File: src/rtl/sys_ctrl_pkg.sv
// System control package with the register map, identity constants and bus types
`default_nettype none

package sys_ctrl_pkg;

  // ----------------------------------------------------------
  // Widths with a meaning
  // ----------------------------------------------------------
  typedef logic [7:0]  reg_addr_t;
  typedef logic [31:0] word_t;
  typedef logic [2:0]  led_t;           // Red 2, green 1, blue 0
  typedef logic [14:0] ram_addr_key_t;
  typedef logic [23:0] blink_ctr_t;
  typedef logic [7:0]  spi_byte_t;

  // ----------------------------------------------------------
  // Grouped signals
  // ----------------------------------------------------------
  typedef struct packed {
    word_t addr;
    logic  instr;                       // Instruction fetch
    logic  valid;
  } cpu_bus_t;

  typedef struct packed {
    logic  en;
    word_t first;
    word_t last;
  } mon_cfg_t;

  typedef struct packed {
    logic      enable;
    logic      enable_vld;
    logic      start;
    spi_byte_t tx_data;
    logic      tx_data_vld;
  } spi_ctrl_t;

  typedef struct packed {
    logic      ready;
    spi_byte_t rx_data;
  } spi_stat_t;

  // ----------------------------------------------------------
  // Register map
  // ----------------------------------------------------------
  localparam reg_addr_t ADDR_NAME0         = 8'h00;
  localparam reg_addr_t ADDR_NAME1         = 8'h01;
  localparam reg_addr_t ADDR_VERSION       = 8'h02;
  localparam reg_addr_t ADDR_SWITCH_APP    = 8'h08;
  localparam reg_addr_t ADDR_LED           = 8'h09;
  localparam reg_addr_t ADDR_GPIO          = 8'h0a;
  localparam reg_addr_t ADDR_APP_START     = 8'h0c;
  localparam reg_addr_t ADDR_APP_SIZE      = 8'h0d;
  localparam reg_addr_t ADDR_BLAKE2S       = 8'h10;
  localparam reg_addr_t ADDR_CDI_FIRST     = 8'h20;
  localparam reg_addr_t ADDR_CDI_LAST      = 8'h27;
  localparam reg_addr_t ADDR_UDI_FIRST     = 8'h30;
  localparam reg_addr_t ADDR_UDI_LAST      = 8'h31;
  localparam reg_addr_t ADDR_RAM_ADDR_RAND = 8'h40;
  localparam reg_addr_t ADDR_RAM_DATA_RAND = 8'h41;
  localparam reg_addr_t ADDR_CPU_MON_CTRL  = 8'h60;
  localparam reg_addr_t ADDR_CPU_MON_FIRST = 8'h61;
  localparam reg_addr_t ADDR_CPU_MON_LAST  = 8'h62;
  localparam reg_addr_t ADDR_SPI_EN        = 8'h80;
  localparam reg_addr_t ADDR_SPI_XFER      = 8'h81;
  localparam reg_addr_t ADDR_SPI_DATA      = 8'h82;

  // Identity and device words
  localparam word_t CORE_NAME0   = 32'h73797320;  // "sys "
  localparam word_t CORE_NAME1   = 32'h6374726c;  // "ctrl"
  localparam word_t CORE_VERSION = 32'h00000005;
  localparam word_t UDI_WORD0    = 32'h00010203;
  localparam word_t UDI_WORD1    = 32'h04050607;

  // Firmware RAM, never executable
  localparam word_t FW_RAM_FIRST = 32'hd0000000;
  localparam word_t FW_RAM_LAST  = 32'hd00007ff;

  localparam led_t LED_RESET = 3'd6;

  // GPIO register bits
  localparam int GPIO1_BIT = 0;
  localparam int GPIO2_BIT = 1;
  localparam int GPIO3_BIT = 2;
  localparam int GPIO4_BIT = 3;

endpackage

`default_nettype wire

File: src/rtl/exec_monitor.sv
// Security monitor that raises a sticky forced trap on illegal CPU accesses
`timescale 1ns/1ps
`default_nettype none

module exec_monitor import sys_ctrl_pkg::*; (
  input  wire           clk,
  input  wire           reset_n,
  input  wire cpu_bus_t cpu_bus,
  input  wire mon_cfg_t mon_cfg,
  output logic          force_trap
);

  logic ram_oob;        // Beyond the physical RAM
  logic fw_exec;
  logic mon_exec;
  logic trap_set;

  // ----------------------------------------------------------
  // Violation checks
  // ----------------------------------------------------------
  always_comb begin
    ram_oob  = (cpu_bus.addr[31:30] == 2'b01) && (|cpu_bus.addr[29:17]);

    fw_exec  = cpu_bus.instr &&
               (cpu_bus.addr >= FW_RAM_FIRST) &&
               (cpu_bus.addr <= FW_RAM_LAST);

    // Data-only window, active once enabled
    mon_exec = cpu_bus.instr && mon_cfg.en &&
               (cpu_bus.addr >= mon_cfg.first) &&
               (cpu_bus.addr <= mon_cfg.last);

    trap_set = cpu_bus.valid && (ram_oob || fw_exec || mon_exec);
  end

  // Sticky flag
  always_ff @(posedge clk) begin
    if (!reset_n)
      force_trap <= 1'b0;
    else if (trap_set)
      force_trap <= 1'b1;
  end

endmodule

`default_nettype wire

File: src/rtl/spi_master.sv
// Mode-0 byte-wide SPI master driven by enable, data and start strobes
`timescale 1ns/1ps
`default_nettype none

module spi_master import sys_ctrl_pkg::*; (
  input  wire            clk,
  input  wire            reset_n,
  input  wire spi_ctrl_t spi_ctrl,
  output spi_stat_t      spi_stat,
  output logic           spi_ss,
  output logic           spi_sck,
  output logic           spi_mosi,
  input  wire            spi_miso
);

  typedef enum logic {
    IDLE,
    SHIFT
  } state_e;

  state_e     state;
  logic       enable_reg;
  logic       ready_reg;
  logic [2:0] bit_ctr;
  spi_byte_t  tx_shift;
  spi_byte_t  rx_shift;

  assign spi_ss           = !enable_reg;     // Active low select
  assign spi_stat.ready   = ready_reg;
  assign spi_stat.rx_data = rx_shift;

  // ----------------------------------------------------------
  // Control and clock generation
  // ----------------------------------------------------------
  always_ff @(posedge clk) begin
    if (!reset_n) begin
      state      <= IDLE;
      enable_reg <= 1'b0;
      ready_reg  <= 1'b1;
      bit_ctr    <= '0;
      spi_sck    <= 1'b0;
      spi_mosi   <= 1'b0;
    end else begin
      if (spi_ctrl.enable_vld)
        enable_reg <= spi_ctrl.enable;

      case (state)
        IDLE: begin
          if (spi_ctrl.start) begin
            state     <= SHIFT;
            ready_reg <= 1'b0;
            bit_ctr   <= '0;
            spi_mosi  <= tx_shift[7];    // MSB ahead of first rising edge
          end
        end

        SHIFT: begin
          spi_sck <= !spi_sck;
          if (spi_sck) begin
            // Falling edge
            if (bit_ctr == 3'd7) begin
              state     <= IDLE;
              ready_reg <= 1'b1;
            end else begin
              bit_ctr  <= bit_ctr + 1'b1;
              spi_mosi <= tx_shift[6];
            end
          end
        end

        default: state <= IDLE;
      endcase
    end
  end

  // ----------------------------------------------------------
  // Data shift registers
  // ----------------------------------------------------------
  always_ff @(posedge clk) begin
    if (state == IDLE) begin
      if (spi_ctrl.tx_data_vld)
        tx_shift <= spi_ctrl.tx_data;
    end else if (spi_sck) begin
      tx_shift <= {tx_shift[6:0], 1'b0};
    end else begin
      rx_shift <= {rx_shift[6:0], spi_miso};   // Sample on rising edge
    end
  end

endmodule

`default_nettype wire

File: src/rtl/sys_ctrl.sv
// System control core top joining register bank, monitor, trap LEDs and SPI
`timescale 1ns/1ps
`default_nettype none

module sys_ctrl import sys_ctrl_pkg::*; (
  input  wire            clk,
  input  wire            reset_n,

  input  wire            cpu_trap,
  output logic           fw_app_mode,

  input  wire word_t     cpu_addr,
  input  wire            cpu_instr,
  input  wire            cpu_valid,
  output logic           force_trap,

  output ram_addr_key_t  ram_addr_rand,
  output word_t          ram_data_rand,

  output logic           spi_ss,
  output logic           spi_sck,
  output logic           spi_mosi,
  input  wire            spi_miso,

  output logic           led_r,
  output logic           led_g,
  output logic           led_b,

  input  wire            gpio1,
  input  wire            gpio2,
  output logic           gpio3,
  output logic           gpio4,

  input  wire            cs,
  input  wire            we,
  input  wire reg_addr_t address,
  input  wire word_t     write_data,
  output word_t          read_data,
  output logic           ready
);

  cpu_bus_t  cpu_bus;
  mon_cfg_t  mon_cfg;
  spi_ctrl_t spi_ctrl;
  spi_stat_t spi_stat;
  led_t      led_reg;
  led_t      led;

  assign cpu_bus.addr  = cpu_addr;
  assign cpu_bus.instr = cpu_instr;
  assign cpu_bus.valid = cpu_valid;

  // Plain LED levels
  assign led_r = led[2];
  assign led_g = led[1];
  assign led_b = led[0];

  sys_regs regs (
    .clk           (clk),
    .reset_n       (reset_n),
    .cs            (cs),
    .we            (we),
    .address       (address),
    .write_data    (write_data),
    .read_data     (read_data),
    .ready         (ready),
    .gpio1         (gpio1),
    .gpio2         (gpio2),
    .gpio3         (gpio3),
    .gpio4         (gpio4),
    .led_reg       (led_reg),
    .fw_app_mode   (fw_app_mode),
    .ram_addr_rand (ram_addr_rand),
    .ram_data_rand (ram_data_rand),
    .mon_cfg       (mon_cfg),
    .spi_ctrl      (spi_ctrl),
    .spi_stat      (spi_stat)
  );

  exec_monitor monitor (
    .clk        (clk),
    .reset_n    (reset_n),
    .cpu_bus    (cpu_bus),
    .mon_cfg    (mon_cfg),
    .force_trap (force_trap)
  );

  trap_blinker blinker (
    .clk      (clk),
    .reset_n  (reset_n),
    .cpu_trap (cpu_trap),
    .led_reg  (led_reg),
    .led      (led)
  );

  spi_master spi (
    .clk      (clk),
    .reset_n  (reset_n),
    .spi_ctrl (spi_ctrl),
    .spi_stat (spi_stat),
    .spi_ss   (spi_ss),
    .spi_sck  (spi_sck),
    .spi_mosi (spi_mosi),
    .spi_miso (spi_miso)
  );

endmodule

`default_nettype wire

File: src/rtl/sys_regs.sv
// Register bank with lockable application setup, CDI memory, GPIO and SPI access
`timescale 1ns/1ps
`default_nettype none

module sys_regs import sys_ctrl_pkg::*; (
  input  wire            clk,
  input  wire            reset_n,
  input  wire            cs,
  input  wire            we,
  input  wire reg_addr_t address,
  input  wire word_t     write_data,
  output word_t          read_data,
  output logic           ready,
  input  wire            gpio1,
  input  wire            gpio2,
  output logic           gpio3,
  output logic           gpio4,
  output led_t           led_reg,
  output logic           fw_app_mode,
  output ram_addr_key_t  ram_addr_rand,
  output word_t          ram_data_rand,
  output mon_cfg_t       mon_cfg,
  output spi_ctrl_t      spi_ctrl,
  input  wire spi_stat_t spi_stat
);

  word_t      cdi_mem [8];
  word_t      app_start_reg;
  word_t      app_size_reg;
  word_t      blake2s_reg;
  logic [1:0] gpio1_sync;
  logic [1:0] gpio2_sync;

  logic switch_app_we;
  logic led_we;
  logic gpio_we;
  logic app_start_we;
  logic app_size_we;
  logic blake2s_we;
  logic cdi_we;
  logic ram_addr_we;
  logic ram_data_we;
  logic mon_en_we;
  logic mon_first_we;
  logic mon_last_we;

  assign ready = cs;

  // ----------------------------------------------------------
  // Write decode under the lock rules
  // ----------------------------------------------------------
  always_comb begin
    switch_app_we = 1'b0;
    led_we        = 1'b0;
    gpio_we       = 1'b0;
    app_start_we  = 1'b0;
    app_size_we   = 1'b0;
    blake2s_we    = 1'b0;
    cdi_we        = 1'b0;
    ram_addr_we   = 1'b0;
    ram_data_we   = 1'b0;
    mon_en_we     = 1'b0;
    mon_first_we  = 1'b0;
    mon_last_we   = 1'b0;
    spi_ctrl      = '0;
    spi_ctrl.enable  = write_data[0];
    spi_ctrl.tx_data = write_data[7:0];

    if (cs && we) begin
      case (address) inside
        ADDR_SWITCH_APP:                 switch_app_we = 1'b1;
        ADDR_LED:                        led_we        = 1'b1;
        ADDR_GPIO:                       gpio_we       = 1'b1;
        ADDR_APP_START:                  app_start_we  = !fw_app_mode;
        ADDR_APP_SIZE:                   app_size_we   = !fw_app_mode;
        ADDR_BLAKE2S:                    blake2s_we    = !fw_app_mode;
        [ADDR_CDI_FIRST:ADDR_CDI_LAST]:  cdi_we        = !fw_app_mode;
        ADDR_RAM_ADDR_RAND:              ram_addr_we   = !fw_app_mode;
        ADDR_RAM_DATA_RAND:              ram_data_we   = !fw_app_mode;
        ADDR_CPU_MON_CTRL:               mon_en_we     = 1'b1;
        ADDR_CPU_MON_FIRST:              mon_first_we  = !mon_cfg.en;
        ADDR_CPU_MON_LAST:               mon_last_we   = !mon_cfg.en;
        ADDR_SPI_EN:                     spi_ctrl.enable_vld  = 1'b1;
        ADDR_SPI_XFER:                   spi_ctrl.start       = 1'b1;
        ADDR_SPI_DATA:                   spi_ctrl.tx_data_vld = 1'b1;
        default: ;
      endcase
    end
  end

  // ----------------------------------------------------------
  // Control registers
  // ----------------------------------------------------------
  always_ff @(posedge clk) begin
    if (!reset_n) begin
      fw_app_mode <= 1'b0;
      led_reg     <= LED_RESET;
      gpio3       <= 1'b0;
      gpio4       <= 1'b0;
      mon_cfg     <= '0;
    end else begin
      if (switch_app_we)
        fw_app_mode <= 1'b1;        // Sticky until reset
      if (led_we)
        led_reg <= write_data[2:0];
      if (gpio_we) begin
        gpio3 <= write_data[GPIO3_BIT];
        gpio4 <= write_data[GPIO4_BIT];
      end
      if (mon_en_we)
        mon_cfg.en <= 1'b1;
      if (mon_first_we)
        mon_cfg.first <= write_data;
      if (mon_last_we)
        mon_cfg.last <= write_data;
    end
  end

  // Application setup, keys, CDI and input synchronisers
  always_ff @(posedge clk) begin
    gpio1_sync <= {gpio1_sync[0], gpio1};
    gpio2_sync <= {gpio2_sync[0], gpio2};
    if (app_start_we)
      app_start_reg <= write_data;
    if (app_size_we)
      app_size_reg <= write_data;
    if (blake2s_we)
      blake2s_reg <= write_data;
    if (cdi_we)
      cdi_mem[address[2:0]] <= write_data;
    if (ram_addr_we)
      ram_addr_rand <= write_data[14:0];
    if (ram_data_we)
      ram_data_rand <= write_data;
  end

  // ----------------------------------------------------------
  // Read mux
  // ----------------------------------------------------------
  always_comb begin
    read_data = '0;
    if (cs && !we) begin
      case (address) inside
        ADDR_NAME0:      read_data = CORE_NAME0;
        ADDR_NAME1:      read_data = CORE_NAME1;
        ADDR_VERSION:    read_data = CORE_VERSION;
        ADDR_SWITCH_APP: read_data = {32{fw_app_mode}};
        ADDR_LED:        read_data = {29'h0, led_reg};
        ADDR_GPIO: begin
          read_data[GPIO1_BIT] = gpio1_sync[1];
          read_data[GPIO2_BIT] = gpio2_sync[1];
          read_data[GPIO3_BIT] = gpio3;
          read_data[GPIO4_BIT] = gpio4;
        end
        ADDR_APP_START:                 read_data = app_start_reg;
        ADDR_APP_SIZE:                  read_data = app_size_reg;
        ADDR_BLAKE2S:                   read_data = blake2s_reg;
        [ADDR_CDI_FIRST:ADDR_CDI_LAST]: read_data = cdi_mem[address[2:0]];
        [ADDR_UDI_FIRST:ADDR_UDI_LAST]: begin
          if (!fw_app_mode)               // Hidden from the application
            read_data = address[0] ? UDI_WORD1 : UDI_WORD0;
        end
        ADDR_SPI_XFER: read_data[0]   = spi_stat.ready;
        ADDR_SPI_DATA: read_data[7:0] = spi_stat.rx_data;
        default: ;
      endcase
    end
  end

endmodule

`default_nettype wire

File: src/rtl/trap_blinker.sv
// Trap indicator that overrides the LEDs with a blinking red pattern
`timescale 1ns/1ps
`default_nettype none

module trap_blinker import sys_ctrl_pkg::*; (
  input  wire       clk,
  input  wire       reset_n,
  input  wire       cpu_trap,
  input  wire led_t led_reg,
  output led_t      led
);

  blink_ctr_t blink_ctr;
  led_t       trap_led;

  // Counter wraps freely, red flips on each zero
  always_ff @(posedge clk) begin
    if (!reset_n) begin
      blink_ctr <= '0;
      trap_led  <= '0;
    end else begin
      blink_ctr <= blink_ctr + 1'b1;
      if (blink_ctr == '0)
        trap_led <= trap_led ^ 3'b100;
    end
  end

  assign led = cpu_trap ? trap_led : led_reg;   // Trap pattern wins

endmodule

`default_nettype wire

File: config.mk
export PLATFORM = sky130hd
export DESIGN_NAME = sys_ctrl
export DESIGN_NICKNAME = d
export VERILOG_FILES = /design/src/rtl/sys_ctrl_pkg.sv /design/src/rtl/exec_monitor.sv /design/src/rtl/spi_master.sv /design/src/rtl/sys_ctrl.sv /design/src/rtl/sys_regs.sv /design/src/rtl/trap_blinker.sv
export SDC_FILE = /design/constraint.sdc
export NUM_CORES = 1
export LEC_CHECK = 0
export BUFFER_PORTS_ARGS = -buffer_cell sky130_fd_sc_hd__buf_2
export CAP_MARGIN = 20
export CORE_MARGIN = 3
export CORE_UTILIZATION = 40
export CTS_BUF_LIST = sky130_fd_sc_hd__clkbuf_2
export CTS_CLUSTER_SIZE = 12
export DETAILED_ROUTE_END_ITERATION = 8
export GPL_ROUTABILITY_DRIVEN = 0
export SYNTH_ARGS = -nofsm -noshare
export SYNTH_HDL_FRONTEND = slang
export SYNTH_SLANG_ARGS = --single-unit
File: constraint.sdc
create_clock -name clk -period 5.5 [get_ports clk]
set_clock_uncertainty 0.1 [all_clocks]
set_input_delay 0.275 -clock clk [delete_from_list [all_inputs] [get_ports clk]]
set_output_delay 0.275 -clock clk [all_outputs]
set_load 0.01 [all_outputs]
[Word-level counts from Yosys, hierarchy flattened]
Memory sizes are Yosys's and may differ from the RTL's.
Cells that the tools add are included.
Storage, ports and cells
  register bits after elaboration: 268
  memory bits (writable): 256
  bits of input ports: 82
  output and inout port bits: 90
  logic and storage cells: 296
  memories: 1
Memories
  regs.cdi_mem: words 8, bits a word 32, read ports 1, clocked after Yosys merged registers in 0, write ports 1, RTL line sys_regs.sv:27  | word_t cdi_mem [8];
Cells by class
  add/sub/neg operators: 2
  $lt $le $gt $ge: 8
  eq/ne operators: 22
  muxes and demuxes: 209
  bitwise operators: 3
  reductions and logical operators: 26
Operator list (number)
  2-to-1 mux 24 bit: 11
  2-to-1 mux 1 bit: 157
  2-to-1 mux 32 bit: 2
  2-to-1 mux 4 bit: 13
  2-to-1 mux 3 bit: 17
  equality test 8 x 4 -> 1 bit, second input constant: 5
  equality test 8 x 7 -> 1 bit, second input constant: 5
  >= comparator 32 bit: 1
  >= comparator 32 bit, second input constant: 1
  <= comparator 32 bit: 1
  <= comparator 32 bit, second input constant: 1
  2-to-1 mux 27 bit: 1
  adder 24 x 1 -> 24 bit, second input constant: 1
  equality test 8 bit, second input constant: 3
  logical NOT 24 bit: 1
  2-to-1 mux 8 bit: 3
  >= comparator 8 x 6 -> 1 bit, second input constant: 2
  <= comparator 8 x 6 -> 1 bit, second input constant: 2
  OR reduction 13 bit: 1
  logical AND 1 bit: 11
  equality test 8 x 1 -> 1 bit, second input constant: 1
  equality test 8 x 2 -> 1 bit, second input constant: 1
  equality test 8 x 5 -> 1 bit, second input constant: 1
  logical NOT 8 bit: 1
  other kinds (14): 27

[Longest topological paths before layout]
  depth after elaboration: 19
  mapped depth: 10
  mapped depth without buffers: 8

[Hierarchy]
A second synthesis with hierarchy kept.
Second synthesis, totals
  cell total of the unflattened synthesis: 1570
  area, all modules: 22595.4 um2
By module, submodules not included
  sys_regs: instances 1, cells each 1138, area an instance 18695.4 um2
  exec_monitor: instances 1, cells each 228, area an instance 1694.1 um2
  trap_blinker: instances 1, cells each 138, area an instance 1244.9 um2
  spi_master: instances 1, cells each 66, area an instance 960.9 um2

[Worst setup path after synthesis]
OpenSTA, ideal clock, no wires.
  path kind: input to register
  start: input port address[5]
  end: register regs.ram_data_rand[0] (enable)
  library setup time: 0.501 ns
  arrival time: 4.265 ns
  data required time: 4.899 ns
  setup slack: 0.634 ns
  stages: 6
  path through: buf_2 or4_1 buf_4 nor3_1 or3_1 nor4_1
On the way
  longest elaborated chain between the ends: 11
  elaborated cells between the ends (all ways): 21
Ends and longest elaborated chain
  from (decl): RTL line sys_ctrl.sv:36  | input wire reg_addr_t address,
  branches (longest 9 deep; another with >= comparator 8 x 6 -> 1 bit)
  2-to-1 mux 1 bit (*): RTL line sys_regs.sv:70  | case (address) inside
  2-to-1 mux 1 bit (*): RTL line sys_regs.sv:69  | if (cs && we) begin
  net regs.ram_data_we: RTL line sys_regs.sv:42  | logic ram_data_we;
  to (signal assigned): RTL line sys_regs.sv:134  | ram_data_rand <= write_data;
  to (decl): RTL line sys_regs.sv:21  | output word_t ram_data_rand,
Mark *: on every way through the listed nets, which the timed path passes.
A chain may end at the register's enable or synchronous reset.

[Worst setup path in the final report]
  start: input port address[2]
  end: output port read_data[24]
On the way
  longest elaborated chain between the ends: 14
  elaborated cells between the ends (all ways): 28
Ends and longest elaborated chain
  >= comparator 8 x 6 -> 1 bit (no line) or <= comparator 8 x 6 -> 1 bit (tied branches)
  logical AND 1 bit (no line)
  2-to-1 mux 24 bit (10 in series): RTL line sys_regs.sv:143  | case (address) inside
  2-to-1 mux 24 bit (*): RTL line sys_regs.sv:143
  2-to-1 mux 32 bit (*): RTL line sys_regs.sv:142  | if (cs && !we) begin
  to (decl): RTL line sys_ctrl.sv:38  | output word_t read_data,
Mark *: on every way between the ends. The rest lies on a longest branch, timed or not.

==> reports/qor.txt <==
Via count - 15100
Design Area, Final - 0.0264 sq mm
Cell Pwr Density - 288 mW/mm^2
Most common cell after layout, fill and taps aside - edfxtp_1
Filler Cell Count - 4861
Post-synthesis cell count - 1602
# Max-Cap Violations - 0
Hold WC Path Type - input pin to flop
CTS tree - built
Io pins - 172
DRT Wirelength - 62.5 mm
Final nets - 2120
Worst reg-to-reg path cell count - 11
Core outline area - 0.0543 sq mm
CP Capture Type - output pin
Max_slew headroom - 26.0%
DRT iter0 DRCs - 1210
Cells along the critical path - dlygate4sd3_1, buf_2, buf_4, or3b_2, nor3_4, buf_4, a22o_1, a2111oi_0, o21ai_0, buf_2
CTS root buf - clkbuf_2
Slowest library cell on the worst path - nor3_4
Synth Register Bits - 524
Crit-path max cell delay - 0.61 ns
Cts bufs inserted - 139
Setup tns final - 0 ns
Worst slew pin tran - 1.10 ns
Drt first pass iters - 5
Overall routing resource usage - 21.5%
Switching power - 1.90 mW
Via density - 5.37
Syn-to-layout area delta - 18.9%
CP required - 5.12 ns
Initial antenna violation count - 4
DIE AREA - 0.0584 sq mm
Routed Antenna Nets - 0
Post-CTS Setup Bufs - 0
Core Util, Final - 48.6%
Total chip power - 7.61 mW
Yosys cell types - 71
RR Endpoint - monitor.force_trap$_SDFFE_PN0P_
Depth of the CTS H-tree - 4
Hold Violations, Final - 0
Layout cells sized above 1 - 25.5%
Routed WL per cell - 22.2 um
Final period utilization - 77.3%
Port Buffer Count - 171
Maximum vdd ir drop - 0.000181 V
Grt ovf - 0
CTS Sinks - 524
Clk buf depth - 3
Number of synthesized flops with an enable pin - 415
R2r setup slk - 1.42 ns
Cell area after placement - 0.0239 sq mm
Largest net degree at the start of global routing - 72
Worst skew pair latency - 1.25 ns
Setup Viol. Count Final - 0
Max reg flops - 256
Residual DRC - 0
Unrepaired setup endpoints after global routing - no
Pint - 5.71 mW
Setup crit start kind - input pin
Placed Cells - 2451
Sequential cell area - 0.0146 sq mm
Crit path kind - input pin to output pin
Post-detail-place hpwl - 38.5 mm
Die Span X - 242 um
Leak pwr - 9.15 nW
Seq pwr share - 56.4%
Avg Inst Size Synth - 13.9 sq um
Fmax - 235 MHz
Outcome - completed
First-pass GRT wire length - 94.3 mm
Synth Net Count - 1752
Seq/Total Area, Yosys - 65.9%
Ys Warns - 0
Worst r2r src - regs.mon_cfg[27]$_SDFFE_PN0P_
Part of the power in combinational logic - 6.4%
Cell area after synthesis - 0.0222 sq mm
Starting Density - 40.9%
Most frequent cells in the layout - 415 x edfxtp_1, 232 x nand2_1, 208 x clkbuf_2, 169 x buf_2, 114 x dlygate4sd3_1
Critical path launch point - address[2]
Switching portion of total power - 25.0%
Worst Setup EP - read_data[24]
Slew Viols, Final - 0
Top_reg_cell synth - edfxtp_1
Critical Path Fanout Max - 28
Clock power share - 37.2%
# rows - 85
Clk slew on worst S/H paths - 0.07 ns
Min cycle time layout - 4.25 ns
Die Ht - 242 um
Non-filler cells in the finished layout - 2813
Number of global-route vias before repair - 15400
Multi-input logic area - 0.00703 sq mm
CP arrival - 3.88 ns
FFs w/ async S/R, synth - 0%
-- critical path: cells and delay by family --
kind                   cells  cell delay (ns)
AND/OR/NAND/NOR            2             1.17
buffers and inverters      5             2.01
AO/OA/AOI/OAI              3             0.39
-- final cells by class --
type	instances	share of cell area, %
Sequential cell	524	55.4
Multi-Input combinational cell	920	26.6
Timing Repair Buffer	310	8.43
Clock buffer	208	3.94
Tap cell	739	3.50
Inverter	75	1.07
Clock inverter	33	1.05
Antenna cell	4	0.0379
-- synth_stat cells (all sizes together) (2+ instances only) --
master,count,area [sq um]
a211oi,9,67.6
nand3,30,150
ha,68,851
inv,75,282
or3,12,75.1
nor4,18,140
nand2b,11,68.8
nor2b,24,150
and2,22,138
or4,6,48.8
xor2,5,43.8
o22ai,10,62.6
clkbuf,37,139
a31oi,16,100
nor3,20,126
o2111ai,3,26.3
nand2,233,891
and4,3,26.3
o211ai,6,45.0
a21o,6,45.0
or3b,3,26.3
xnor2,14,123
mux4,64,1440
a22oi,12,90.1
buf,46,245
o21ai,41,205
a21oi,63,315
a221o,5,50.1
a221oi,4,35.0
a2111oi,14,123
mux2,10,113
nor2,36,143
and3,5,31.3
mux2i,16,160
o31ai,2,20.0
a22o,9,78.8
nor4b,3,26.3
o21bai,2,15.0
o21a,9,67.6
dfxtp,109,2180
or2,4,25.0
nand4,21,146
a21boi,70,526
edfxtp,415,12500
-- cells by family (layout without fill, tap and decap cells) --
kind of cell	count (synthesis)	after routing	share of synthesized area [%]
AO/OA/AOI/OAI	290	290	8.80
XOR/XNOR	19	19	0.749
adder cells (fa/ha/maj)	68	68	3.83
buffers and inverters	158	626	2.99
flip-flops	524	524	65.9
multiplexers	90	90	7.71
other	0	4	0
AND/OR/NAND/NOR	453	453	10.0
-- routing by layer --
metal / track usage [%] / share of wire, % / vias up
met4: 6.42 / 1.9 / 0
met2: 32.5 / 46 / 600
met1: 30.2 / 45 / 7521
li1: - / - / 6878
met3: 6.09 / 7.4 / 93
met5: 0 / 0 / -
-- through the flow --
stage / hold WS [ns] / worst slack [ns]
5_1_grt: 0.0544 / 1.07
3_5_place_dp: 0.213 / 1.77
2_1_floorplan: 0.203 / 0.634
3_3_place_gp: 0.218 / 1.78
6_report: 0.209 / 1.25
4_1_cts: 0.00801 / 1.25
-- power by group through the flow --
stage	Combinational [mW]	Sequential (mW)	Clock [mW]
CTS	0.486	4.29	2.93
floorplan	0.223	4.38	0
detailed placement	0.422	4.38	0
finish	0.488	4.29	2.83
global placement	0.415	4.38	0
global route	0.528	4.29	3.16
-- worst min path at each step --
stage / start / endpoint / slack [ns] / cells after the start
after floorplan: gpio1 / regs.gpio1_sync[0]$_DFF_P_ / 0.20 / 0
after global placement: regs.gpio2_sync[0]$_DFF_P_ / regs.gpio2_sync[1]$_DFF_P_ / 0.22 / 0
after detailed placement: regs.gpio2_sync[0]$_DFF_P_ / regs.gpio2_sync[1]$_DFF_P_ / 0.21 / 0
after CTS: address[4] / spi.enable_reg$_SDFFE_PN0P_ / 0.008 / 6
after global routing: spi_miso / spi.rx_shift[0]$_DFFE_PP_ / 0.05 / 3
final: spi_miso / spi.rx_shift[0]$_DFFE_PP_ / 0.21 / 3
-- timing repair --
action                                 CTS  global route
resized for setup                        0             0
endpoints found under the hold margin  699             0
hold buffers                           115             0
No activity file was read; power rests on OpenSTA's default activity.
